$ cat config.mk
export PLATFORM = sky130hd
export DESIGN_NAME = smartnic_bypass
export DESIGN_NICKNAME = d
export VERILOG_FILES = /design/src/bypass_stream_pkg.sv /design/src/bypass_reg_pkg.sv /design/src/axis_stream_if.sv /design/src/pkt_drop.sv /design/src/pkt_fifo.sv /design/src/tdest_remap.sv /design/src/bypass_regs.sv /design/src/smartnic_bypass.sv
export SDC_FILE = /design/constraint.sdc
export NUM_CORES = 2
export LEC_CHECK = 0
export ABC_CLOCK_PERIOD_IN_PS = 23700
export BUFFER_PORTS_ARGS = -buffer_cell sky130_fd_sc_hd__buf_2
export CORE_ASPECT_RATIO = 0.6
export CORE_UTILIZATION = 39
export DETAILED_ROUTE_END_ITERATION = 16
export MAX_ROUTING_LAYER = met4
export PLACE_DENSITY = 0.6
export RECOVER_POWER = 50
export SLEW_MARGIN = 20
export SYNTH_ARGS = -nofsm -noshare
export SYNTH_HDL_FRONTEND = slang
export SYNTH_SLANG_ARGS = --single-unit
$ cat constraint.sdc
create_clock -name core_clk -period 23.7 [get_ports core_clk]
set_input_delay 2.37 -clock core_clk [delete_from_list [all_inputs] [get_ports core_clk]]
set_output_delay 2.37 -clock core_clk [all_outputs]
set_load 0.02 [all_outputs]
$ cat src/bypass_stream_pkg.sv
package bypass_stream_pkg;

    // --------------------------------------------------
    // stream geometry.
    // --------------------------------------------------
    localparam int data_width = 64;
    localparam int keep_width = 8;

    // source ports of the card, carried on tid.
    typedef enum logic [1:0] {
        cmac_port0 = 2'd0,
        cmac_port1 = 2'd1,
        host_port0 = 2'd2,
        host_port1 = 2'd3
    } port_t;

    // destination code, carried on tdest.
    typedef logic [1:0] tdest_t;

    // switch DROP code point seen at ingress.
    localparam tdest_t tdest_drop = 2'd3;

    // --------------------------------------------------
    // beat FIFO sizing.
    // --------------------------------------------------
    localparam int fifo_depth = 16;
    localparam int fifo_ptr_width = $clog2(fifo_depth);

    typedef logic [fifo_ptr_width:0] fifo_count_t;

    // one stored beat.
    typedef struct packed {
        logic [data_width-1:0] tdata;
        logic [keep_width-1:0] tkeep;
        logic                  tlast;
        port_t                 tid;
        tdest_t                tdest;
    } beat_t;

    // rule applied by a packet drop stage.
    typedef enum logic {
        drop_on_code,
        drop_on_loop
    } drop_mode_t;

endpackage

$ cat src/bypass_reg_pkg.sv
package bypass_reg_pkg;

    // register opcodes on reg_addr.
    typedef enum logic [2:0] {
        reg_ctrl       = 3'd0,
        reg_map0       = 3'd1,
        reg_map1       = 3'd2,
        reg_map2       = 3'd3,
        reg_map3       = 3'd4,
        reg_igr_drops  = 3'd5,
        reg_loop_drops = 3'd6
    } reg_addr_t;

    // --------------------------------------------------
    // field layout.
    // --------------------------------------------------
    localparam int reg_data_width = 16;

    // bit positions inside reg_ctrl.
    localparam int ctrl_igr_drop_bit  = 0;
    localparam int ctrl_loop_drop_bit = 1;

    // dropped-packet counters wrap at this width.
    localparam int cnt_width = 16;

endpackage

$ cat src/axis_stream_if.sv
`timescale 1ns/100ps

interface axis_stream_if (
    input logic core_clk,
    input logic rst_n
);
    import bypass_stream_pkg::*;

    logic                  tvalid;
    logic                  tready;
    logic [data_width-1:0] tdata;
    logic [keep_width-1:0] tkeep;
    logic                  tlast;
    port_t                 tid;
    tdest_t                tdest;

    modport source (
        output tvalid, tdata, tkeep, tlast, tid, tdest,
        input  tready
    );

    modport sink (
        input  tvalid, tdata, tkeep, tlast, tid, tdest,
        output tready
    );

    // a stalled beat keeps its payload until it transfers.
    a_payload_stable: assert property (@(posedge core_clk) disable iff (!rst_n)
        tvalid && !tready |=> $stable({tdata, tkeep, tlast, tid, tdest}));

endinterface

$ cat src/pkt_drop.sv
`timescale 1ns/100ps

module pkt_drop #(
    parameter bypass_stream_pkg::drop_mode_t mode = bypass_stream_pkg::drop_on_code
) (
    input  logic                                 core_clk,
    input  logic                                 rst_n,
    axis_stream_if.sink                          in_s,
    axis_stream_if.source                        out_s,
    input  logic                                 drop_en,
    output logic [bypass_reg_pkg::cnt_width-1:0] drop_count
);
    import bypass_stream_pkg::*;

    logic sop;
    logic dropping;
    logic rule_hit;
    logic drop_now;
    logic xfer;

    // drop rule, looked at only on the first beat.
    always_comb begin
        if (mode == drop_on_code) begin
            rule_hit = (in_s.tdest == tdest_drop);
        end else begin
            rule_hit = (in_s.tdest == tdest_t'(in_s.tid));
        end
    end

    assign drop_now = sop ? (rule_hit && drop_en) : dropping;

    // dropped beats are swallowed here whatever the output does.
    assign in_s.tready = drop_now || out_s.tready;
    assign xfer        = in_s.tvalid && in_s.tready;

    // --------------------------------------------------
    // kept packets pass straight through.
    // --------------------------------------------------
    assign out_s.tvalid = in_s.tvalid && !drop_now;
    assign out_s.tdata  = in_s.tdata;
    assign out_s.tkeep  = in_s.tkeep;
    assign out_s.tlast  = in_s.tlast;
    assign out_s.tid    = in_s.tid;
    assign out_s.tdest  = in_s.tdest;

    always_ff @(posedge core_clk or negedge rst_n) begin
        if (!rst_n) begin
            sop        <= 1'b1;
            dropping   <= 1'b0;
            drop_count <= '0;
        end else if (xfer) begin
            sop      <= in_s.tlast;
            dropping <= drop_now && !in_s.tlast;
            // one count per packet, taken on its first beat.
            if (sop && drop_now) begin
                drop_count <= drop_count + 1'b1;
            end
        end
    end

endmodule

$ cat src/pkt_fifo.sv
`timescale 1ns/100ps

module pkt_fifo (
    input logic           core_clk,
    input logic           rst_n,
    axis_stream_if.sink   in_s,
    axis_stream_if.source out_s
);
    import bypass_stream_pkg::*;

    beat_t mem [fifo_depth];
    beat_t out_q;

    logic [fifo_ptr_width-1:0] wr_ptr;
    logic [fifo_ptr_width-1:0] rd_ptr;
    fifo_count_t               count;
    logic                      out_valid;

    logic push;
    logic pop;
    logic load;
    logic mem_empty;
    logic bypass;
    logic mem_wr;
    logic mem_rd;

    // --------------------------------------------------
    // flow control.
    // --------------------------------------------------
    assign in_s.tready = (count != fifo_count_t'(fifo_depth));
    assign push        = in_s.tvalid && in_s.tready;
    assign pop         = out_valid && out_s.tready;

    // output register can take a beat when empty or draining.
    assign load      = !out_valid || pop;
    assign mem_empty = (count == '0);
    // an empty FIFO hands the beat directly to the output register.
    assign bypass    = push && load && mem_empty;
    assign mem_wr    = push && !bypass;
    assign mem_rd    = load && !mem_empty;

    always_ff @(posedge core_clk or negedge rst_n) begin
        if (!rst_n) begin
            wr_ptr    <= '0;
            rd_ptr    <= '0;
            count     <= '0;
            out_valid <= 1'b0;
        end else begin
            if (mem_wr) begin
                wr_ptr <= wr_ptr + 1'b1;
            end
            if (mem_rd) begin
                rd_ptr <= rd_ptr + 1'b1;
            end
            if (mem_wr && !mem_rd) begin
                count <= count + 1'b1;
            end else if (mem_rd && !mem_wr) begin
                count <= count - 1'b1;
            end
            if (load) begin
                out_valid <= mem_rd || bypass;
            end
        end
    end

    // storage and output beat.
    always_ff @(posedge core_clk) begin
        if (mem_wr) begin
            mem[wr_ptr] <= '{in_s.tdata, in_s.tkeep, in_s.tlast, in_s.tid, in_s.tdest};
        end
        if (mem_rd) begin
            out_q <= mem[rd_ptr];
        end else if (bypass) begin
            out_q <= '{in_s.tdata, in_s.tkeep, in_s.tlast, in_s.tid, in_s.tdest};
        end
    end

    assign out_s.tvalid = out_valid;
    assign out_s.tdata  = out_q.tdata;
    assign out_s.tkeep  = out_q.tkeep;
    assign out_s.tlast  = out_q.tlast;
    assign out_s.tid    = out_q.tid;
    assign out_s.tdest  = out_q.tdest;

    // a write never lands on the unread head of a full memory.
    a_no_write_full: assert property (@(posedge core_clk) disable iff (!rst_n)
        mem_wr && count != '0 |-> wr_ptr != rd_ptr);

    // a read never runs past the last written slot.
    a_no_read_empty: assert property (@(posedge core_clk) disable iff (!rst_n)
        mem_rd && count != fifo_count_t'(fifo_depth) |-> wr_ptr != rd_ptr);

endmodule

$ cat src/tdest_remap.sv
`timescale 1ns/100ps

module tdest_remap (
    input logic                            core_clk,
    input logic                            rst_n,
    axis_stream_if.sink                    in_s,
    axis_stream_if.source                  out_s,
    input bypass_stream_pkg::tdest_t [3:0] tdest_map
);
    import bypass_stream_pkg::*;

    logic                  valid_q;
    logic                  sop;
    logic                  load;
    logic [data_width-1:0] data_q;
    logic [keep_width-1:0] keep_q;
    logic                  last_q;
    port_t                 tid_q;
    tdest_t                tdest_q;

    // one-deep stage.
    assign in_s.tready = !valid_q || out_s.tready;
    assign load        = in_s.tvalid && in_s.tready;

    always_ff @(posedge core_clk or negedge rst_n) begin
        if (!rst_n) begin
            valid_q <= 1'b0;
            sop     <= 1'b1;
        end else begin
            if (in_s.tready) begin
                valid_q <= in_s.tvalid;
            end
            if (load) begin
                sop <= in_s.tlast;
            end
        end
    end

    always_ff @(posedge core_clk) begin
        if (load) begin
            data_q <= in_s.tdata;
            keep_q <= in_s.tkeep;
            last_q <= in_s.tlast;
            tid_q  <= in_s.tid;
            // the incoming tdest is replaced, and the new one holds for the packet.
            if (sop) begin
                tdest_q <= tdest_map[in_s.tid];
            end
        end
    end

    assign out_s.tvalid = valid_q;
    assign out_s.tdata  = data_q;
    assign out_s.tkeep  = keep_q;
    assign out_s.tlast  = last_q;
    assign out_s.tid    = tid_q;
    assign out_s.tdest  = tdest_q;

endmodule

$ cat src/bypass_regs.sv
`timescale 1ns/100ps

module bypass_regs (
    input  logic                                      core_clk,
    input  logic                                      rst_n,
    input  logic                                      reg_wr,
    input  logic                                      reg_rd,
    input  bypass_reg_pkg::reg_addr_t                 reg_addr,
    input  logic [bypass_reg_pkg::reg_data_width-1:0] reg_wdata,
    output logic [bypass_reg_pkg::reg_data_width-1:0] reg_rdata,
    output logic                                      reg_rvalid,
    output logic                                      igr_drop_en,
    output logic                                      loop_drop_en,
    output bypass_stream_pkg::tdest_t [3:0]           tdest_map,
    input  logic [bypass_reg_pkg::cnt_width-1:0]      igr_drop_count,
    input  logic [bypass_reg_pkg::cnt_width-1:0]      loop_drop_count
);
    import bypass_reg_pkg::*;

    logic [reg_data_width-1:0] rd_mux;

    // --------------------------------------------------
    // write decode.
    // --------------------------------------------------
    always_ff @(posedge core_clk or negedge rst_n) begin
        if (!rst_n) begin
            igr_drop_en  <= 1'b0;
            loop_drop_en <= 1'b0;
            tdest_map    <= '0;
        end else if (reg_wr) begin
            case (reg_addr)
                reg_ctrl: begin
                    igr_drop_en  <= reg_wdata[ctrl_igr_drop_bit];
                    loop_drop_en <= reg_wdata[ctrl_loop_drop_bit];
                end
                reg_map0: tdest_map[0] <= reg_wdata[1:0];
                reg_map1: tdest_map[1] <= reg_wdata[1:0];
                reg_map2: tdest_map[2] <= reg_wdata[1:0];
                reg_map3: tdest_map[3] <= reg_wdata[1:0];
                // counters are read-only.
                default: ;
            endcase
        end
    end

    // --------------------------------------------------
    // read path, one cycle after the strobe.
    // --------------------------------------------------
    always_comb begin
        case (reg_addr)
            reg_ctrl:       rd_mux = reg_data_width'({loop_drop_en, igr_drop_en});
            reg_map0:       rd_mux = reg_data_width'(tdest_map[0]);
            reg_map1:       rd_mux = reg_data_width'(tdest_map[1]);
            reg_map2:       rd_mux = reg_data_width'(tdest_map[2]);
            reg_map3:       rd_mux = reg_data_width'(tdest_map[3]);
            reg_igr_drops:  rd_mux = reg_data_width'(igr_drop_count);
            reg_loop_drops: rd_mux = reg_data_width'(loop_drop_count);
            default:        rd_mux = '0;
        endcase
    end

    always_ff @(posedge core_clk or negedge rst_n) begin
        if (!rst_n) begin
            reg_rvalid <= 1'b0;
        end else begin
            reg_rvalid <= reg_rd;
        end
    end

    always_ff @(posedge core_clk) begin
        if (reg_rd) begin
            reg_rdata <= rd_mux;
        end
    end

    a_no_rd_wr_overlap: assert property (@(posedge core_clk) disable iff (!rst_n)
        !(reg_wr && reg_rd));

endmodule

$ cat src/smartnic_bypass.sv
`timescale 1ns/100ps

module smartnic_bypass (
    input  logic                                          core_clk,
    input  logic                                          rst_n,
    input  logic                                          in_tvalid,
    output logic                                          in_tready,
    input  logic [bypass_stream_pkg::data_width-1:0]      in_tdata,
    input  logic [bypass_stream_pkg::keep_width-1:0]      in_tkeep,
    input  logic                                          in_tlast,
    input  bypass_stream_pkg::port_t                      in_tid,
    input  bypass_stream_pkg::tdest_t                     in_tdest,
    output logic                                          out_tvalid,
    input  logic                                          out_tready,
    output logic [bypass_stream_pkg::data_width-1:0]      out_tdata,
    output logic [bypass_stream_pkg::keep_width-1:0]      out_tkeep,
    output logic                                          out_tlast,
    output bypass_stream_pkg::port_t                      out_tid,
    output bypass_stream_pkg::tdest_t                     out_tdest,
    input  logic                                          reg_wr,
    input  logic                                          reg_rd,
    input  bypass_reg_pkg::reg_addr_t                     reg_addr,
    input  logic [bypass_reg_pkg::reg_data_width-1:0]     reg_wdata,
    output logic [bypass_reg_pkg::reg_data_width-1:0]     reg_rdata,
    output logic                                          reg_rvalid
);
    import bypass_stream_pkg::*;
    import bypass_reg_pkg::*;

    logic                 igr_drop_en;
    logic                 loop_drop_en;
    tdest_t [3:0]         tdest_map;
    logic [cnt_width-1:0] igr_drop_count;
    logic [cnt_width-1:0] loop_drop_count;

    // --------------------------------------------------
    // stream hops along the bypass path.
    // --------------------------------------------------
    axis_stream_if s_in       (.core_clk(core_clk), .rst_n(rst_n));
    axis_stream_if s_fifo_in  (.core_clk(core_clk), .rst_n(rst_n));
    axis_stream_if s_fifo_out (.core_clk(core_clk), .rst_n(rst_n));
    axis_stream_if s_loop_in  (.core_clk(core_clk), .rst_n(rst_n));
    axis_stream_if s_out      (.core_clk(core_clk), .rst_n(rst_n));

    assign s_in.tvalid = in_tvalid;
    assign s_in.tdata  = in_tdata;
    assign s_in.tkeep  = in_tkeep;
    assign s_in.tlast  = in_tlast;
    assign s_in.tid    = in_tid;
    assign s_in.tdest  = in_tdest;
    assign in_tready   = s_in.tready;

    assign out_tvalid   = s_out.tvalid;
    assign out_tdata    = s_out.tdata;
    assign out_tkeep    = s_out.tkeep;
    assign out_tlast    = s_out.tlast;
    assign out_tid      = s_out.tid;
    assign out_tdest    = s_out.tdest;
    assign s_out.tready = out_tready;

    // ingress switch drop of the DROP code point.
    pkt_drop #(.mode(drop_on_code)) igr_drop (
        .core_clk   (core_clk),
        .rst_n      (rst_n),
        .in_s       (s_in),
        .out_s      (s_fifo_in),
        .drop_en    (igr_drop_en),
        .drop_count (igr_drop_count)
    );

    pkt_fifo bypass_fifo (
        .core_clk (core_clk),
        .rst_n    (rst_n),
        .in_s     (s_fifo_in),
        .out_s    (s_fifo_out)
    );

    tdest_remap bypass_remap (
        .core_clk  (core_clk),
        .rst_n     (rst_n),
        .in_s      (s_fifo_out),
        .out_s     (s_loop_in),
        .tdest_map (tdest_map)
    );

    // loop drop, so a packet never returns to its own port.
    pkt_drop #(.mode(drop_on_loop)) loop_drop (
        .core_clk   (core_clk),
        .rst_n      (rst_n),
        .in_s       (s_loop_in),
        .out_s      (s_out),
        .drop_en    (loop_drop_en),
        .drop_count (loop_drop_count)
    );

    bypass_regs regs (
        .core_clk        (core_clk),
        .rst_n           (rst_n),
        .reg_wr          (reg_wr),
        .reg_rd          (reg_rd),
        .reg_addr        (reg_addr),
        .reg_wdata       (reg_wdata),
        .reg_rdata       (reg_rdata),
        .reg_rvalid      (reg_rvalid),
        .igr_drop_en     (igr_drop_en),
        .loop_drop_en    (loop_drop_en),
        .tdest_map       (tdest_map),
        .igr_drop_count  (igr_drop_count),
        .loop_drop_count (loop_drop_count)
    );

endmodule

Yosys cells after proc, flatten, opt, wreduce, memory -nomap -nowiden. Memories as Yosys holds them, arrays and structs flattened. Index checks and enable logic that the tools add are counted. W data, S select, Z words.

Reduce and logical (&&, ||, !) cells: 45. Add/subtract/negate cells: 6. Equal/unequal tests: 9. Order comparisons: 1. Muxes and demuxes: 11.

Operators with widths (count): $mux W77 (2); $pmux W16 S7 (1); $add A16 B1 Y16 const B (2); $logic_and A1 B1 Y1 (18); $reduce_and A2 Y1 (8); $logic_not A1 Y1 (10); $mux W5 (2); $eq A3 B3 Y1 const B (3); $add A4 B1 Y4 const B (2); $eq A3 B2 Y1 const B (2); $add A5 B1 Y5 const B (1); $logic_not A5 Y1 (1); $logic_or A1 B1 Y1 (5); $ne A5 B5 Y1 const B (1); $sub A5 B1 Y5 const B (1); $bmux W2 S2 (1); $mux W1 (4); $reduce_bool A2 Y1 (2); $eq A3 B1 Y1 const B (1); $logic_not A3 Y1 (1); $lt A2 B3 Y1 const B (1); $eq A2 B2 Y1 (1); $eq A2 B2 Y1 const B (1); $mux W2 (1).

Output and inout port bits: 96. RAM bits: 1232. Register bits: 231. Memories kept: 1. Word-level logic and storage cells: 102. Input bits: 102.

Memory list: bypass_fifo.mem (words 16, width 77, read ports 1, clocked after memory_dff 0, wr ports 1, RTL line pkt_fifo.sv:11) `beat_t mem [fifo_depth];`.

Logic depth before layout (Yosys ltp).
Depth in word-level cells: 15. Depth in mapped cells: 9. Depth with buffers taken out: 9.

Hierarchy. Synthesis repeated with hierarchy kept, for this count alone.

Cells, all modules: 2636. Area total of the unflattened synthesis: 56970.9 um2.

By module, submodules not included: pkt_fifo (cells each 2143, seq. area each 39658.0 um2, instances 1, area each 50228.2 um2); tdest_remap (cells each 86, seq. area each 2363.5 um2, instances 1, area each 2464.9 um2); pkt_drop at igr_drop (cells each 159, seq. area each 451.7 um2, instances 1, area each 1476.4 um2); pkt_drop at loop_drop (cells each 151, seq. area each 451.7 um2, instances 1, area each 1456.4 um2); bypass_regs (cells each 97, seq. area each 755.7 um2, instances 1, area each 1345.0 um2).

Least setup slack after synthesis. Ideal clock, no wire load.

Path type: input to register. From: input in_tdest[0]. To: memory bypass_fifo.mem[0][10] (netlist bit) (enable). Setup time: 0.719 ns. Stages on the path: 5. Path buffers: 1. Setup slack: 11.981 ns. Arrival time: 11.000 ns. Cell sequence: and4_1 a2111oi_4 buf_4 o21ai_4 nor4b_1.

Word-level cells in the longest chain between the ends: 12.

Ends and longest elaborated chain: start, declared (RTL line smartnic_bypass.sv:12) `input bypass_stream_pkg::tdest_t in_tdest,`; $eq A2 B2 Y1 (*) (RTL line pkt_drop.sv:24) `rule_hit = (in_s.tdest == tdest_drop);`; $logic_and A1 B1 Y1 (*) (RTL line pkt_drop.sv:30) `assign drop_now = sop ? (rule_hit && drop_en) : dropping;`; $mux W1 (*) (RTL line pkt_drop.sv:30); $logic_not A1 Y1 (*) (RTL line pkt_drop.sv:39) `assign out_s.tvalid = in_s.tvalid && !drop_now;`; $logic_and A1 B1 Y1 (*) (RTL line pkt_drop.sv:39); $logic_and A1 B1 Y1 (*) (RTL line pkt_fifo.sv:31) `assign push = in_s.tvalid && in_s.tready;`; $logic_and A1 B1 Y1 (2 in a row) (RTL line pkt_fifo.sv:38) `assign bypass = push && load && mem_empty;`; $logic_not A1 Y1 (RTL line pkt_fifo.sv:39) `assign mem_wr = push && !bypass;`; $logic_and A1 B1 Y1 (*) (RTL line pkt_fifo.sv:39); $mux W1 (*) (RTL line pkt_fifo.sv:68) `if (mem_wr) begin`; $mux W1 (implied by the code) (*) (RTL line pkt_fifo.sv:69) `mem[wr_ptr] <= '{in_s.tdata, in_s.tkeep, in_s.tlast, in_s.tid, in_s.tdest};`; end, declared (RTL line pkt_fifo.sv:11).

Every way passes the cells marked *; elsewhere a longest branch is shown, timed or not.

Worst setup path after layout.
From: input in_tdest[0]. To: memory bypass_fifo.mem[4][74] (netlist bit) (enable).

The elaborated chain is that of the path after synthesis.

==> results.md <==
- Asr flop ratio synth: 0.0440
- Remaining global-route overflow: 0
- Post-synthesis compound-gate area fraction: 0.0459
- Die area: 141000 um^2
- Final Hold Viols: 0
- Arr. time, crit path: 8.71 ns
- CTS tree: yes
- Vias in the first global route: 26600
- Synthesis warning total: 0
- R2r setup slk: 16.63 ns
- XOR/XNOR Fraction of Synth Area: 0.00723
- DIE HEIGHT: 292 um
- Placer Congestion: about 0.76
- Fin util: 0.448
- Reg-to-reg startpoint: regs.igr_drop_en
- Hold slack: 0.418 ns
- H-tree depth: 4
- Hold_buf cts: 0
- Count of pins over their slew limit: 228
- Setup crit start kind: primary input
- Initial core utilization: 0.396
- Antenna viol nets, final: 0
- Post-synthesis sequential area ratio: 0.783
- CP Max Fanout: 29
- Setup TNS: 0 ns
- Mapped cell area: 54500 um^2
- First-pass GRT wire length: 181000 um
- Initial antenna violation count: 19
- Total routed wirelength: 124000 um
- DR vias/cell: roughly 5.5
- HP Class: reg2reg
- CTS buffer count: between 100 and 150
- Setup violators final: 0
- Tcrit/Tclk final: 0.352
- PwrDens: about 120 nW/um^2
- Syn_nets: between 2000 and 3000
- Ys flop type: edfxtp_1
- Drt first pass iters: 6
- Rel. slew slack: -1.98
- Clock buffer depth: 3
- Hold Crit Endpoint: bypass_remap.out_s.tdata[62]
- Clock-pin slew of the registers on the worst-case setup and hold paths: 0.06 ns
- Leak pwr: 19.6 nW
- Crit. End Element: flop
- Yosys reg bits: 1431
- Crit path required time: around 24 ns
- Hold Path Stages: 0
- Final #Nets: 2794
- FF-to-FF End: bypass_fifo.mem[4][74]
- Final Critical Period: 8.35 ns
- Multiplexer share of the synthesized area: 0.129
- Placed cells: between 4000 and 5000
- Failing checks: max-capacitance violations, max-slew violations
- Post-Layout Cell Count: 4616
- Distinct cells, synth: 56
- Root buf cell: clkbuf_16
- RSZ-0062 raised after global routing: no
- Post-DP HPWL: ~64000 um
- Status: complete, but fails checks
- Post-synth EDFFs: 1368
- Post-synth top area share: 0.754
- Total Power: 7.47 mW
- Post_cts resized: 0
- Vias: 25500
- Largest net degree at the start of global routing: 115
- Synth Area in Adders: 0.00207
- Leading area contributor after synthesis: edfxtp_1
- Synth Instances: 2445
- Buffer count from post-CTS setup fixing: 0
- Number of port buffers: 183
- Syn_area_per_cell: 22.3 um^2
- Fraction of layout instances using a drive strength above 1: 0.270
- # rows: around 110
- Boundary Pins: 198
- Reg2Reg Depth: 6
- Synthesis-to-finish area growth: 13.2%
- 1st-iter DRT viols: 2544
- WL per Instance: 26.8 um
- DRC: 0
- Width of the die: approximately 480 um
- GRT Overall Usage: 0.181
- Min-delay src: bypass_fifo.out_s.tdata[62]
- Peak supply drop: 0.103 mV
- Crit Path Category: in2reg
- Worst skew pair latency: 0.75 ns
- Fraction of the mapped netlist area in simple logic gates: 0.0192
- Max_cap viols: 5
- Fmax: 120 MHz
- Worst-Margin Slew: 4.47 ns
- Setup Skew: 0.0260 ns
- Top cells by area, synth: edfxtp_1 75%, mux4_2 13%, dfrtp_1 2.8%, a221oi_2 1.9%, a22o_1 1.2%
- Largest family of logic cells by synthesized area: multiplexers
- Clock sink total: 1431
- Core area: about 140000 um^2
how the worst max path moves through the flow:
stage                 from                     end  slack, ns  cells after the start
2_1_floorplan  in_tdest[0]  bypass_fifo.mem[0][10]      11.98                      5
3_3_place_gp   in_tdest[0]   bypass_fifo.mem[4][5]      17.20                      7
3_5_place_dp   in_tdest[0]   bypass_fifo.mem[4][5]      17.08                      7
4_1_cts        in_tdest[0]  bypass_fifo.mem[4][74]      17.89                      7
5_1_grt        in_tdest[0]   bypass_fifo.mem[4][3]      14.87                      7
6_report       in_tdest[0]  bypass_fifo.mem[4][74]      15.35                      7
layer usage:
metal | track usage | up-vias | routed length [um]
li1 | - | 10800 | -
met1 | 0.251 | 13700 | 55100
met2 | 0.278 | 791 | 58800
met3 | 0.0320 | 182 | 7610
met4 | 0.0482 | 0 | 2290
met5 | - | - | 0
per-stage QoR:
step	setup slack, ns	cell area [um^2]
after floorplan	11.98	54500
after global placement	17.20	57500
after detailed placement	17.08	57500
after CTS	17.89	61800
after global routing	14.87	61700
final	15.35	61700
synth_stat cells (9+ instances only):
master,n
inv_1,12
a22o_1,76
mux4_2,303
edfxtp_1,1368
nand3_1,21
buf_2,22
o21ai_0,9
nor2_1,42
xnor2_1,25
clkbuf_1,69
nand2_1,102
buf_4,11
mux2_2,13
o21ai_1,76
nand4_1,10
xor2_1,20
nor3_1,9
a22oi_1,14
buf_6,20
dfrtp_1,60
ha_1,9
a221oi_2,69
cells in the final DEF (no fill, tap or decap), types with 4 or more instances in the layout:
cell       instances
o21ai_0           10
a221oi_2          69
a31oi_1            4
xnor2_1           25
dfrtp_1           58
ha_1               9
nand2_1          102
nor2_1            32
nand3_1           21
clkinv_8           4
inv_1             11
a221oi_1           6
inv_6              6
clkbuf_1         113
edfxtp_1        1368
buf_4             42
nand4_1           10
bufinv_16          9
a22oi_1           14
o21ai_1           75
a22o_1            76
diode_2           17
buf_2            103
clkinv_2          19
mux2_2            11
nor2b_1            5
nor2_4            10
clkinv_1          19
nor4b_2            4
mux2i_1            4
nor3_1             6
xor2_1            20
mux4_2           303
mux2_1             5
and4_1             4
clkbuf_16        139
nand3b_1           6
where the power goes:
part | switching (mW) | leakage, nW | internal, mW
clock | 0.919 | 2.07 | 1.18
combinational | 1.17 | 4.22 | 0.832
sequential | 0.144 | 13.3 | 3.22
kinds of logic after synthesis:
group                    after synthesis
adder cells (fa/ha/maj)                9
multiplexers                         323
AO/OA/AOI/OAI                        272
buffers and inverters                142
flip-flops                          1431
AND/OR/NAND/NOR                      223
XOR/XNOR                              45
state kept, by name (all words and copies together) (netlist names), 2 cells and up:
signal                    cells
bypass_fifo.count             5
bypass_fifo.mem            1200
bypass_fifo.out_s.tdata      64
bypass_fifo.out_s.tid         2
bypass_fifo.out_s.tkeep       8
bypass_fifo.rd_ptr            4
bypass_fifo.wr_ptr            4
bypass_remap.out_s.tdata     64
bypass_remap.out_s.tdest      2
bypass_remap.out_s.tid        2
bypass_remap.out_s.tkeep      8
igr_drop.drop_count          16
loop_drop.drop_count         16
regs.reg_rdata               16
regs.tdest_map                8
area by class of cell:
class                           count  area [um^2]
Tap cell                         1819         2280
Clock inverter                     61          616
Antenna cell                       17         42.5
Timing Repair Buffer              232         1200
Sequential cell                  1431        42700
Inverter                           13         50.0
Clock buffer                      171         3620
Fill cell                       11500        76000
Multi-Input combinational cell    872        11200
critical path, cell delays in order:
cell	delay (ns)
clkbuf_1	0.09
and4_1	0.23
a2111oi_0	2.68
o21ai_4	0.94
nor2_4	1.05
buf_4	0.63
buf_4	0.63
(Power assumes the default switching activity.)
